`src/rv_isa_pkg.sv`:
```
// RV32I base encodings only; compressed (16-bit) instructions are not described
// fields below follow the unprivileged spec layout of a 32-bit word
package rv_isa_pkg;

    // ------------------------------------------------------------------------
    // widths
    // ------------------------------------------------------------------------
    localparam int unsigned XLEN = 32;
    localparam int unsigned ILEN = 32;

    // every instruction is one word, so the sequential step is constant
    localparam logic [XLEN-1:0] INSTR_BYTES = XLEN'(ILEN / 8);

    // ------------------------------------------------------------------------
    // field positions
    // ------------------------------------------------------------------------
    // major opcode sits in the low bits of the word
    localparam int unsigned OPCODE_W = 7;

    // sign bit of every immediate format
    localparam int unsigned IMM_SIGN_BIT = 31;

    // B-type immediate pieces: imm[12|10:5] in 31:25, imm[4:1|11] in 11:7
    localparam int unsigned B_IMM11_BIT = 7;
    // J-type immediate pieces: imm[20|10:1|11|19:12] in 31:12
    localparam int unsigned J_IMM11_BIT = 20;

    // ------------------------------------------------------------------------
    // major opcodes
    // ------------------------------------------------------------------------
    typedef enum logic [OPCODE_W-1:0] {
        OPC_OP_IMM = 7'b0010011,
        OPC_BRANCH = 7'b1100011,
        OPC_JALR   = 7'b1100111,
        OPC_JAL    = 7'b1101111
    } opcode_e;

endpackage

```
`src/fe_pkg.sv`:
```
// frontend types for a single-issue fetch path with a 4-entry queue
// widths derive from rv_isa_pkg, the credit count holds 0..depth inclusive
package fe_pkg;

    // ------------------------------------------------------------------------
    // queue and credit sizing
    // ------------------------------------------------------------------------
    localparam int unsigned FE_QUEUE_DEPTH = 4;
    localparam int unsigned FE_IDX_W       = $clog2(FE_QUEUE_DEPTH);
    // one extra bit so that a full count (and a wrapped pointer) fits
    localparam int unsigned FE_CNT_W       = FE_IDX_W + 1;
    localparam logic [FE_CNT_W-1:0] FE_CNT_FULL = FE_CNT_W'(FE_QUEUE_DEPTH);

    // ------------------------------------------------------------------------
    // enums
    // ------------------------------------------------------------------------
    // control flow kind found by the pre-decode
    typedef enum logic [1:0] {
        CF_NONE   = 2'd0,
        CF_BRANCH = 2'd1,
        CF_JUMP   = 2'd2
    } cf_e;

    // next-PC source, priority is resolved in the FSM and not here
    typedef enum logic [2:0] {
        PC_BOOT       = 3'd0,
        PC_HOLD       = 3'd1,
        PC_SEQ        = 3'd2,
        PC_PREDICT    = 3'd3,
        PC_MISPREDICT = 3'd4,
        PC_ERET       = 3'd5,
        PC_TRAP       = 3'd6
    } pc_sel_e;

    typedef enum logic [1:0] {
        ST_BOOT      = 2'd0,
        ST_RUN       = 2'd1,
        ST_NO_CREDIT = 2'd2
    } fetch_state_e;

    // ------------------------------------------------------------------------
    // bundles
    // ------------------------------------------------------------------------
    typedef struct packed {
        logic                        req;
        logic [rv_isa_pkg::XLEN-1:0] addr;
    } imem_req_t;

    typedef struct packed {
        logic                        valid;
        logic [rv_isa_pkg::ILEN-1:0] data;
    } imem_rsp_t;

    // branch resolution from the back-end
    typedef struct packed {
        logic                        valid;
        logic                        mispredict;
        logic [rv_isa_pkg::XLEN-1:0] target;
    } resolve_t;

    typedef struct packed {
        cf_e                         cf;
        logic                        taken;
        logic [rv_isa_pkg::XLEN-1:0] target;
    } scan_t;

    typedef struct packed {
        logic [rv_isa_pkg::XLEN-1:0] addr;
        logic [rv_isa_pkg::ILEN-1:0] instr;
        cf_e                         cf;
        logic                        taken;
        logic [rv_isa_pkg::XLEN-1:0] target;
    } fetch_entry_t;

endpackage

```
`src/fe_credit_counter.sv`:
```
// counts slots reserved at request time, freed when the back-end pops
// drop clears everything and wins over reserve and release
`timescale 1ns/1ps

module fe_credit_counter (
    input  logic                        clk_i,
    input  logic                        rst_ni,
    input  logic                        reserve_i,
    input  logic                        release_i,
    input  logic                        drop_i,
    output logic [fe_pkg::FE_CNT_W-1:0] count_o
);

    logic [fe_pkg::FE_CNT_W-1:0] count_q;

    always_ff @(posedge clk_i or negedge rst_ni) begin
        if (!rst_ni) begin
            count_q <= '0;
        end else if (drop_i) begin
            count_q <= '0;
        end else if (reserve_i && !release_i) begin
            count_q <= count_q + 1'b1;
        end else if (release_i && !reserve_i) begin
            count_q <= count_q - 1'b1;
        end
        // reserve together with release leaves the count unchanged
    end

    assign count_o = count_q;

endmodule

```
`src/fe_fetch_fsm.sv`:
```
// redirect inputs are expected as single-cycle pulses and are ignored in ST_BOOT
// assumes the memory answers every request exactly one cycle later
`timescale 1ns/1ps

module fe_fetch_fsm (
    input  logic                          clk_i,
    input  logic                          rst_ni,
    input  logic                          rsp_valid_i,
    input  logic                          taken_i,
    input  logic                          pop_i,
    input  fe_pkg::resolve_t              resolve_i,
    input  logic                          eret_i,
    input  logic                          ex_valid_i,
    input  logic [fe_pkg::FE_CNT_W-1:0]   count_i,
    output fe_pkg::pc_sel_e               pc_sel_o,
    output logic                          req_o,
    output logic                          push_o,
    output logic                          flush_o
);

    fe_pkg::fetch_state_e state_d;
    fe_pkg::fetch_state_e state_q;
    logic                 mispredict;
    logic                 ext_redirect;
    logic                 predict;
    logic                 can_req;

    // ------------------------------------------------------------------------
    // redirect sources
    // ------------------------------------------------------------------------
    assign mispredict   = resolve_i.valid & resolve_i.mispredict;
    assign ext_redirect = ex_valid_i | eret_i | mispredict;
    // a taken prediction only counts for a response that is kept
    assign predict      = rsp_valid_i & taken_i & ~ext_redirect;
    assign can_req      = count_i < fe_pkg::FE_CNT_FULL;

    // external redirect drops the response in flight
    assign push_o  = rsp_valid_i & ~ext_redirect;
    assign flush_o = ext_redirect;

    always_comb begin
        pc_sel_o = fe_pkg::PC_HOLD;
        req_o    = 1'b0;
        state_d  = state_q;
        unique case (state_q)
            fe_pkg::ST_BOOT: begin
                // load the boot address, first request comes next cycle
                pc_sel_o = fe_pkg::PC_BOOT;
                state_d  = fe_pkg::ST_RUN;
            end
            fe_pkg::ST_RUN, fe_pkg::ST_NO_CREDIT: begin
                // priority: exception, return, mispredict, prediction, sequential
                if (ex_valid_i) begin
                    pc_sel_o = fe_pkg::PC_TRAP;
                end else if (eret_i) begin
                    pc_sel_o = fe_pkg::PC_ERET;
                end else if (mispredict) begin
                    pc_sel_o = fe_pkg::PC_MISPREDICT;
                end else if (predict) begin
                    pc_sel_o = fe_pkg::PC_PREDICT;
                end else if (state_q == fe_pkg::ST_RUN && can_req) begin
                    req_o    = 1'b1;
                    pc_sel_o = fe_pkg::PC_SEQ;
                end
                // credits all taken and none freed this cycle, so park
                if (ext_redirect) begin
                    state_d = fe_pkg::ST_RUN;
                end else if (!can_req && !pop_i) begin
                    state_d = fe_pkg::ST_NO_CREDIT;
                end else begin
                    state_d = fe_pkg::ST_RUN;
                end
            end
            default: begin
                state_d = fe_pkg::ST_BOOT;
            end
        endcase
    end

    always_ff @(posedge clk_i or negedge rst_ni) begin
        if (!rst_ni) begin
            state_q <= fe_pkg::ST_BOOT;
        end else begin
            state_q <= state_d;
        end
    end

endmodule

```
`src/fe_frontend.sv`:
```
// one 32-bit instruction per request, memory latency fixed at one cycle
// imem_rsp_i must follow each accepted request exactly once, no back-pressure
`timescale 1ns/1ps

module fe_frontend (
    input  logic                        clk_i,
    input  logic                        rst_ni,
    input  logic [rv_isa_pkg::XLEN-1:0] boot_addr_i,
    input  logic [rv_isa_pkg::XLEN-1:0] epc_i,
    input  logic [rv_isa_pkg::XLEN-1:0] trap_vector_base_i,
    input  fe_pkg::resolve_t            resolve_i,
    input  logic                        eret_i,
    input  logic                        ex_valid_i,
    output fe_pkg::imem_req_t           imem_req_o,
    input  fe_pkg::imem_rsp_t           imem_rsp_i,
    output fe_pkg::fetch_entry_t        fetch_entry_o,
    output logic                        fetch_entry_valid_o,
    input  logic                        fetch_entry_ready_i
);

    fe_pkg::pc_sel_e             pc_sel;
    fe_pkg::scan_t               scan;
    fe_pkg::fetch_entry_t        entry;
    logic [rv_isa_pkg::XLEN-1:0] fetch_addr;
    logic [rv_isa_pkg::XLEN-1:0] rsp_addr;
    logic [fe_pkg::FE_CNT_W-1:0] credit_cnt;
    logic                        req;
    logic                        push;
    logic                        pop;
    logic                        flush;

    // ------------------------------------------------------------------------
    // memory request
    // ------------------------------------------------------------------------
    assign imem_req_o.req  = req;
    assign imem_req_o.addr = fetch_addr;

    fe_pc_gen i_pc_gen (
        .clk_i               ( clk_i              ),
        .rst_ni              ( rst_ni             ),
        .pc_sel_i            ( pc_sel             ),
        .boot_addr_i         ( boot_addr_i        ),
        .predict_target_i    ( scan.target        ),
        .epc_i               ( epc_i              ),
        .trap_vector_base_i  ( trap_vector_base_i ),
        .mispredict_target_i ( resolve_i.target   ),
        .req_i               ( req                ),
        .fetch_addr_o        ( fetch_addr         ),
        .rsp_addr_o          ( rsp_addr           )
    );

    // pre-decode straight off the memory response
    fe_instr_scan i_instr_scan (
        .instr_i ( imem_rsp_i.data ),
        .addr_i  ( rsp_addr        ),
        .scan_o  ( scan            )
    );

    fe_fetch_fsm i_fetch_fsm (
        .clk_i       ( clk_i            ),
        .rst_ni      ( rst_ni           ),
        .rsp_valid_i ( imem_rsp_i.valid ),
        .taken_i     ( scan.taken       ),
        .pop_i       ( pop              ),
        .resolve_i   ( resolve_i        ),
        .eret_i      ( eret_i           ),
        .ex_valid_i  ( ex_valid_i       ),
        .count_i     ( credit_cnt       ),
        .pc_sel_o    ( pc_sel           ),
        .req_o       ( req              ),
        .push_o      ( push             ),
        .flush_o     ( flush            )
    );

    fe_credit_counter i_credit_counter (
        .clk_i     ( clk_i      ),
        .rst_ni    ( rst_ni     ),
        .reserve_i ( req        ),
        .release_i ( pop        ),
        .drop_i    ( flush      ),
        .count_o   ( credit_cnt )
    );

    // ------------------------------------------------------------------------
    // entry towards the back-end
    // ------------------------------------------------------------------------
    assign entry.addr   = rsp_addr;
    assign entry.instr  = imem_rsp_i.data;
    assign entry.cf     = scan.cf;
    assign entry.taken  = scan.taken;
    assign entry.target = scan.target;

    fe_instr_queue i_instr_queue (
        .clk_i   ( clk_i               ),
        .rst_ni  ( rst_ni              ),
        .flush_i ( flush               ),
        .push_i  ( push                ),
        .entry_i ( entry               ),
        .entry_o ( fetch_entry_o       ),
        .valid_o ( fetch_entry_valid_o ),
        .ready_i ( fetch_entry_ready_i ),
        .pop_o   ( pop                 )
    );

endmodule

```
`src/fe_instr_queue.sv`:
```
// no full flag: the credit counter keeps pushes within FE_QUEUE_DEPTH
// depth must be a power of two so the pointers wrap naturally
`timescale 1ns/1ps

module fe_instr_queue (
    input  logic                 clk_i,
    input  logic                 rst_ni,
    input  logic                 flush_i,
    input  logic                 push_i,
    input  fe_pkg::fetch_entry_t entry_i,
    output fe_pkg::fetch_entry_t entry_o,
    output logic                 valid_o,
    input  logic                 ready_i,
    output logic                 pop_o
);

    fe_pkg::fetch_entry_t        mem_q [fe_pkg::FE_QUEUE_DEPTH];
    // msb is the wrap bit, low bits index the storage
    logic [fe_pkg::FE_CNT_W-1:0] wr_ptr_q;
    logic [fe_pkg::FE_CNT_W-1:0] rd_ptr_q;

    // ------------------------------------------------------------------------
    // read side
    // ------------------------------------------------------------------------
    assign valid_o = wr_ptr_q != rd_ptr_q;
    assign pop_o   = valid_o & ready_i;
    assign entry_o = mem_q[rd_ptr_q[fe_pkg::FE_IDX_W-1:0]];

    // ------------------------------------------------------------------------
    // storage and pointers
    // ------------------------------------------------------------------------
    always_ff @(posedge clk_i) begin
        if (push_i) begin
            mem_q[wr_ptr_q[fe_pkg::FE_IDX_W-1:0]] <= entry_i;
        end
    end

    always_ff @(posedge clk_i or negedge rst_ni) begin
        if (!rst_ni) begin
            wr_ptr_q <= '0;
            rd_ptr_q <= '0;
        end else if (flush_i) begin
            // redirect, everything stored is on the wrong path
            wr_ptr_q <= '0;
            rd_ptr_q <= '0;
        end else begin
            if (push_i) begin
                wr_ptr_q <= wr_ptr_q + 1'b1;
            end
            if (pop_o) begin
                rd_ptr_q <= rd_ptr_q + 1'b1;
            end
        end
    end

endmodule

```
`src/fe_instr_scan.sv`:
```
// purely combinational and recognises only JAL and conditional branches
// JALR and all other opcodes report CF_NONE with target equal to addr_i
`timescale 1ns/1ps

module fe_instr_scan (
    input  logic [rv_isa_pkg::ILEN-1:0] instr_i,
    input  logic [rv_isa_pkg::XLEN-1:0] addr_i,
    output fe_pkg::scan_t               scan_o
);

    rv_isa_pkg::opcode_e         opcode;
    logic [rv_isa_pkg::XLEN-1:0] b_imm;
    logic [rv_isa_pkg::XLEN-1:0] j_imm;
    logic [rv_isa_pkg::XLEN-1:0] imm;
    logic                        sign;

    assign opcode = rv_isa_pkg::opcode_e'(instr_i[rv_isa_pkg::OPCODE_W-1:0]);
    assign sign   = instr_i[rv_isa_pkg::IMM_SIGN_BIT];

    // B-type 13-bit offset with bit 0 always zero
    assign b_imm = {{20{sign}}, instr_i[rv_isa_pkg::B_IMM11_BIT], instr_i[30:25],
                    instr_i[11:8], 1'b0};

    // J-type 21-bit offset with bit 0 always zero
    assign j_imm = {{12{sign}}, instr_i[19:12], instr_i[rv_isa_pkg::J_IMM11_BIT],
                    instr_i[30:21], 1'b0};

    always_comb begin
        scan_o.cf    = fe_pkg::CF_NONE;
        scan_o.taken = 1'b0;
        imm          = '0;
        unique case (opcode)
            rv_isa_pkg::OPC_JAL: begin
                // direct jump that is always followed
                scan_o.cf    = fe_pkg::CF_JUMP;
                scan_o.taken = 1'b1;
                imm          = j_imm;
            end
            rv_isa_pkg::OPC_BRANCH: begin
                // static rule takes backward branches and not forward ones
                scan_o.cf    = fe_pkg::CF_BRANCH;
                scan_o.taken = b_imm[rv_isa_pkg::XLEN-1];
                imm          = b_imm;
            end
            default: begin
                imm = '0;
            end
        endcase
        // pc-relative target
        scan_o.target = addr_i + imm;
    end

endmodule

```
`src/fe_pc_gen.sv`:
```
// next-PC comes out of reset as zero, ST_BOOT loads boot_addr_i one cycle later
// rsp_addr_o is valid for the response that follows a request by one cycle
`timescale 1ns/1ps

module fe_pc_gen (
    input  logic                        clk_i,
    input  logic                        rst_ni,
    input  fe_pkg::pc_sel_e             pc_sel_i,
    input  logic [rv_isa_pkg::XLEN-1:0] boot_addr_i,
    input  logic [rv_isa_pkg::XLEN-1:0] predict_target_i,
    input  logic [rv_isa_pkg::XLEN-1:0] epc_i,
    input  logic [rv_isa_pkg::XLEN-1:0] trap_vector_base_i,
    input  logic [rv_isa_pkg::XLEN-1:0] mispredict_target_i,
    input  logic                        req_i,
    output logic [rv_isa_pkg::XLEN-1:0] fetch_addr_o,
    output logic [rv_isa_pkg::XLEN-1:0] rsp_addr_o
);

    logic [rv_isa_pkg::XLEN-1:0] npc_d;
    logic [rv_isa_pkg::XLEN-1:0] npc_q;
    logic [rv_isa_pkg::XLEN-1:0] rsp_addr_q;

    // ------------------------------------------------------------------------
    // next-PC select
    // ------------------------------------------------------------------------
    always_comb begin
        unique case (pc_sel_i)
            fe_pkg::PC_BOOT:       npc_d = boot_addr_i;
            fe_pkg::PC_SEQ:        npc_d = npc_q + rv_isa_pkg::INSTR_BYTES;
            fe_pkg::PC_PREDICT:    npc_d = predict_target_i;
            fe_pkg::PC_MISPREDICT: npc_d = mispredict_target_i;
            fe_pkg::PC_ERET:       npc_d = epc_i;
            fe_pkg::PC_TRAP:       npc_d = trap_vector_base_i;
            default:               npc_d = npc_q;
        endcase
    end

    always_ff @(posedge clk_i or negedge rst_ni) begin
        if (!rst_ni) begin
            npc_q <= '0;
        end else begin
            npc_q <= npc_d;
        end
    end

    // remember the address in flight so the response can be tagged
    always_ff @(posedge clk_i) begin
        if (req_i) begin
            rsp_addr_q <= npc_q;
        end
    end

    assign fetch_addr_o = npc_q;
    assign rsp_addr_o   = rsp_addr_q;

endmodule

```
`config.mk`:
```
export PLATFORM = sky130hd
export DESIGN_NAME = fe_frontend
export DESIGN_NICKNAME = d
export VERILOG_FILES = /design/src/rv_isa_pkg.sv /design/src/fe_pkg.sv /design/src/fe_credit_counter.sv /design/src/fe_fetch_fsm.sv /design/src/fe_frontend.sv /design/src/fe_instr_queue.sv /design/src/fe_instr_scan.sv /design/src/fe_pc_gen.sv
export SDC_FILE = /design/constraint.sdc
export NUM_CORES = 1
export LEC_CHECK = 0
export BUFFER_PORTS_ARGS = -buffer_cell sky130_fd_sc_hd__buf_4
export CAP_MARGIN = 20
export CELL_PAD_IN_SITES_DETAIL_PLACEMENT = 1
export CELL_PAD_IN_SITES_GLOBAL_PLACEMENT = 1
export CORE_MARGIN = 2
export CORE_UTILIZATION = 45
export DETAILED_ROUTE_END_ITERATION = 8
export PLACE_DENSITY = 0.85
export SLEW_MARGIN = 10
export SYNTH_ARGS = -nofsm -noshare
export SYNTH_HDL_FRONTEND = slang
export SYNTH_SLANG_ARGS = --single-unit
```
`constraint.sdc`:
```
create_clock -name clk_i -period 13.85 [get_ports clk_i]
set_input_delay 0.6925 -clock clk_i [delete_from_list [all_inputs] [get_ports clk_i]]
set_output_delay 0.6925 -clock clk_i [all_outputs]
set_load 0.1 [all_outputs]
```
==> metrics.cfg <==
[setup_path]
critPathTopFamily = compound AO/OA/AOI/OAI gates
timing.rr.start = i_fetch_fsm.state_q[0]
critical-path-slowest-cell = and3_1
worstSetupPathType = in -> reg
worstSetupPathDepth = 15
endpoint = i_pc_gen.fetch_addr_o[23]
r2r_cells = 9
crit_path_cell_trace = buf_4 -> and4b_2 -> and3_1 -> a22o_1 -> ha_1 -> inv_1 -> fa_1 -> nand2b_1 -> a21oi_1 -> o21ai_1 -> o2111a_1 -> o21bai_1 -> mux2i_1 -> xor2_1 -> a221o_1
r2r-end = i_pc_gen.fetch_addr_o[22]
worst_setup_path_start_kind = input port
critPathMaxFanout = 18
crit_path_end_kind = flop
cp.required_ps = 14320
critPathArrivalTime_ps = 5100
rrSetupSlack_ps = 10020
crit_buf_inv = 2
startpoint = imem_rsp_i[4]
max_stage_delay_ps = 630

[timing]
timing.final.crit_share_pct = 33.4
fin_crit_ps = 4630
rsz0062_at_grt = false
maxSlewHeadroom_pct = 24.3
setup_ws_ps = 9220
drv_slew = 0
fmax_mhz = 216
skew_ps = 31.6
tns_ps = 0
finalHoldViolations = 0
setup_viol = 0
tightest_slew_ps = 1130

[synthesis]
synthArstFlopShare_pct = 9.21
synth_top_cell_area_share_pct = 61.9
synth_area_leaders = edfxtp_1, mux4_2, dfrtp_1
ys_warn_count = 0
syn_area_sq_mm = 0.0206
ys_seq_area_share_pct = 67.1
synth_edf_count = 424
synth_cell_type_count = 79
netlist_instances = 1283
ys_ff_latch = 467
synth_common_cells = edfxtp_1, mux4_2, nand2_1
synth_most_common_cell = edfxtp_1
synth.net_count = 1484
synth_top_area_cell = edfxtp_1
avgSynthCellArea_sq_um = 16.0
ys.flop_type = edfxtp_1

[place]
gp_congestion = 0.879
io_buffers = 300
dp_hpwl_um = 44800
pre_cts_slack_ps = 8760

[clocking]
htreeDepth = 2
cts_setup_buffers = 0
cts_buffers = 48
tritoncts = yes
clock_latency_ps = 600
cts.root.buffer_cell = clkbuf_16
cts.sinks = 467
clk_path_buf_depth = 3
path_clk_slew_ps = 60
cts_resized = 0
ctsHoldBuffers = 0

[die]
die_h_um = 218
die_w_um = 218
core_area_sq_mm = 0.0453
ioPinCount = 301
die_area_sq_mm = 0.0475
initial_core_util_pct = 45.4
rows = 78

[power_and_ir_drop]
sw_frac_of_total_pct = 35.4
seq_power_share_pct = 41.8
peakVddDrop_uv = 112
combPwrFrac_pct = 25.8
p_leak_nw = 9.03
internal-power_w = 0.00278
power_density_mw_per_mm2 = 171
clockPowerShare_pct = 32.5
p_switching_w = 0.00152

[global_routing]
grt_usage_pct = 27.4
grt_max_degree = 65
grt_pass1_wl_um = 94500
antenna_found_initial = 2
grt.overflow.total = 0
grt_pass1_vias = 14437

[route]
drtPass1Iterations = 5
wl_um = 64400
wire_per_inst_um = 28.9
drt-initial-drc-count = 1231
via_per_inst = 6.05
via_count = 13471
postRouteAntennaNets = 0
drc = 0

[final_layout]
syn_to_final_growth_pct = 22.6
fillers = 4334
drive_gt1_share_pct = 31.8
nets = 1785
utilization_pct = 55.7

[min_path]
hold_path_class = in -> async

[run_status]
status = complete, no violations

[job]
drv_cap = 0

-- registers in the layout (all words and copies together), names as in the netlist --
signal / flops
i_credit_counter.count_o: 3
i_pc_gen.fetch_addr_o: 32
i_instr_queue.mem_q: 392
i_instr_queue.wr_ptr_q: 3
i_fetch_fsm.state_q: 2
i_instr_queue.rd_ptr_q: 3
i_pc_gen.rsp_addr_o: 32
-- through the flow --
step | std cells | total power (W) | hold slack (ps) | cell area (sq um)
after floorplan | 1283 | 0.00251 | 397 | 20600
after global placement | 2134 | 0.00288 | 468 | 23500
after detailed placement | 2134 | 0.00291 | 478 | 23500
after CTS | 2223 | 0.00430 | 159 | 25200
after global routing | 2224 | 0.00441 | 167 | 25200
final | 2226 | 0.00430 | 142 | 25200
-- per-layer routing --
| metal | GRT usage [%] | vias to the layer above | part of all wire [%] |
|---|---|---|---|
| met2 | 45.3 | 630 | 49 |
| met3 | 4.78 | 119 | 7.7 |
| met5 | 0 | - | 0 |
| met4 | 10.2 | 0 | 3.7 |
| li1 | - | 5744 | - |
| met1 | 36.5 | 6978 | 40 |
-- cells by family (layout without fill, tap and decap cells) --
kind of cell | after synthesis | in the layout | synth area share (%)
flops | 467 | 467 | 67.1
xor+xnor | 60 | 60 | 2.55
buf+inv | 94 | 434 | 1.86
other cells | 0 | 3 | 0
simple gates | 269 | 269 | 6.46
compound gates | 246 | 246 | 8.43
fa+ha+maj | 33 | 33 | 2.08
mux | 114 | 114 | 11.5
-- worst min-delay path by stage --
stage	to	cells after the start
finish	i_pc_gen.fetch_addr_o[24]	1
global route	i_pc_gen.fetch_addr_o[22]	1
CTS	i_pc_gen.fetch_addr_o[28]	1
detailed placement	i_pc_gen.rsp_addr_o[0]	0
global placement	i_pc_gen.rsp_addr_o[1]	0
floorplan	i_credit_counter.count_o[0]	0
-- cell usage in the layout (no fill, tap or decap), types with 11 or more instances in the layout --
| cell type | instances |
|---|---|
| a21o_1 | 17 |
| a21oi_1 | 64 |
| a221o_1 | 11 |
| a221oi_1 | 18 |
| and3_1 | 17 |
| buf_4 | 321 |
| clkbuf_1 | 12 |
| clkbuf_16 | 50 |
| dfrtp_1 | 41 |
| edfxtp_1 | 424 |
| ha_1 | 31 |
| inv_1 | 23 |
| mux2i_1 | 15 |
| mux4_2 | 98 |
| nand2_1 | 85 |
| nand3_1 | 37 |
| nand4_1 | 11 |
| nor2_1 | 46 |
| nor3_1 | 12 |
| o21ai_0 | 41 |
| xnor2_1 | 41 |
| xor2_1 | 19 |
-- layout make-up --
cell class                 count  area (sq um)  area share, %
antenna                        3          7.51         0.0298
sequential                   467         13800           54.8
inverter                      24          91.3          0.362
timing repair buffer         321          2410           9.55
multi-input combinational    722          6460           25.6
tap                          600           751           2.98
clock inverter                27           397           1.57
clock buffer                  62          1300           5.14
-- power by group through the flow --
stage,registers [W],logic (W),clock network [W]
global placement,0.00181,0.00107,0
CTS,0.00179,0.00110,0.00141
global route,0.00181,0.00115,0.00146
floorplan,0.00209,0.000421,0
finish,0.00180,0.00111,0.00140
detailed placement,0.00182,0.00109,0
No activity file was read; power rests on OpenSTA's default activity.
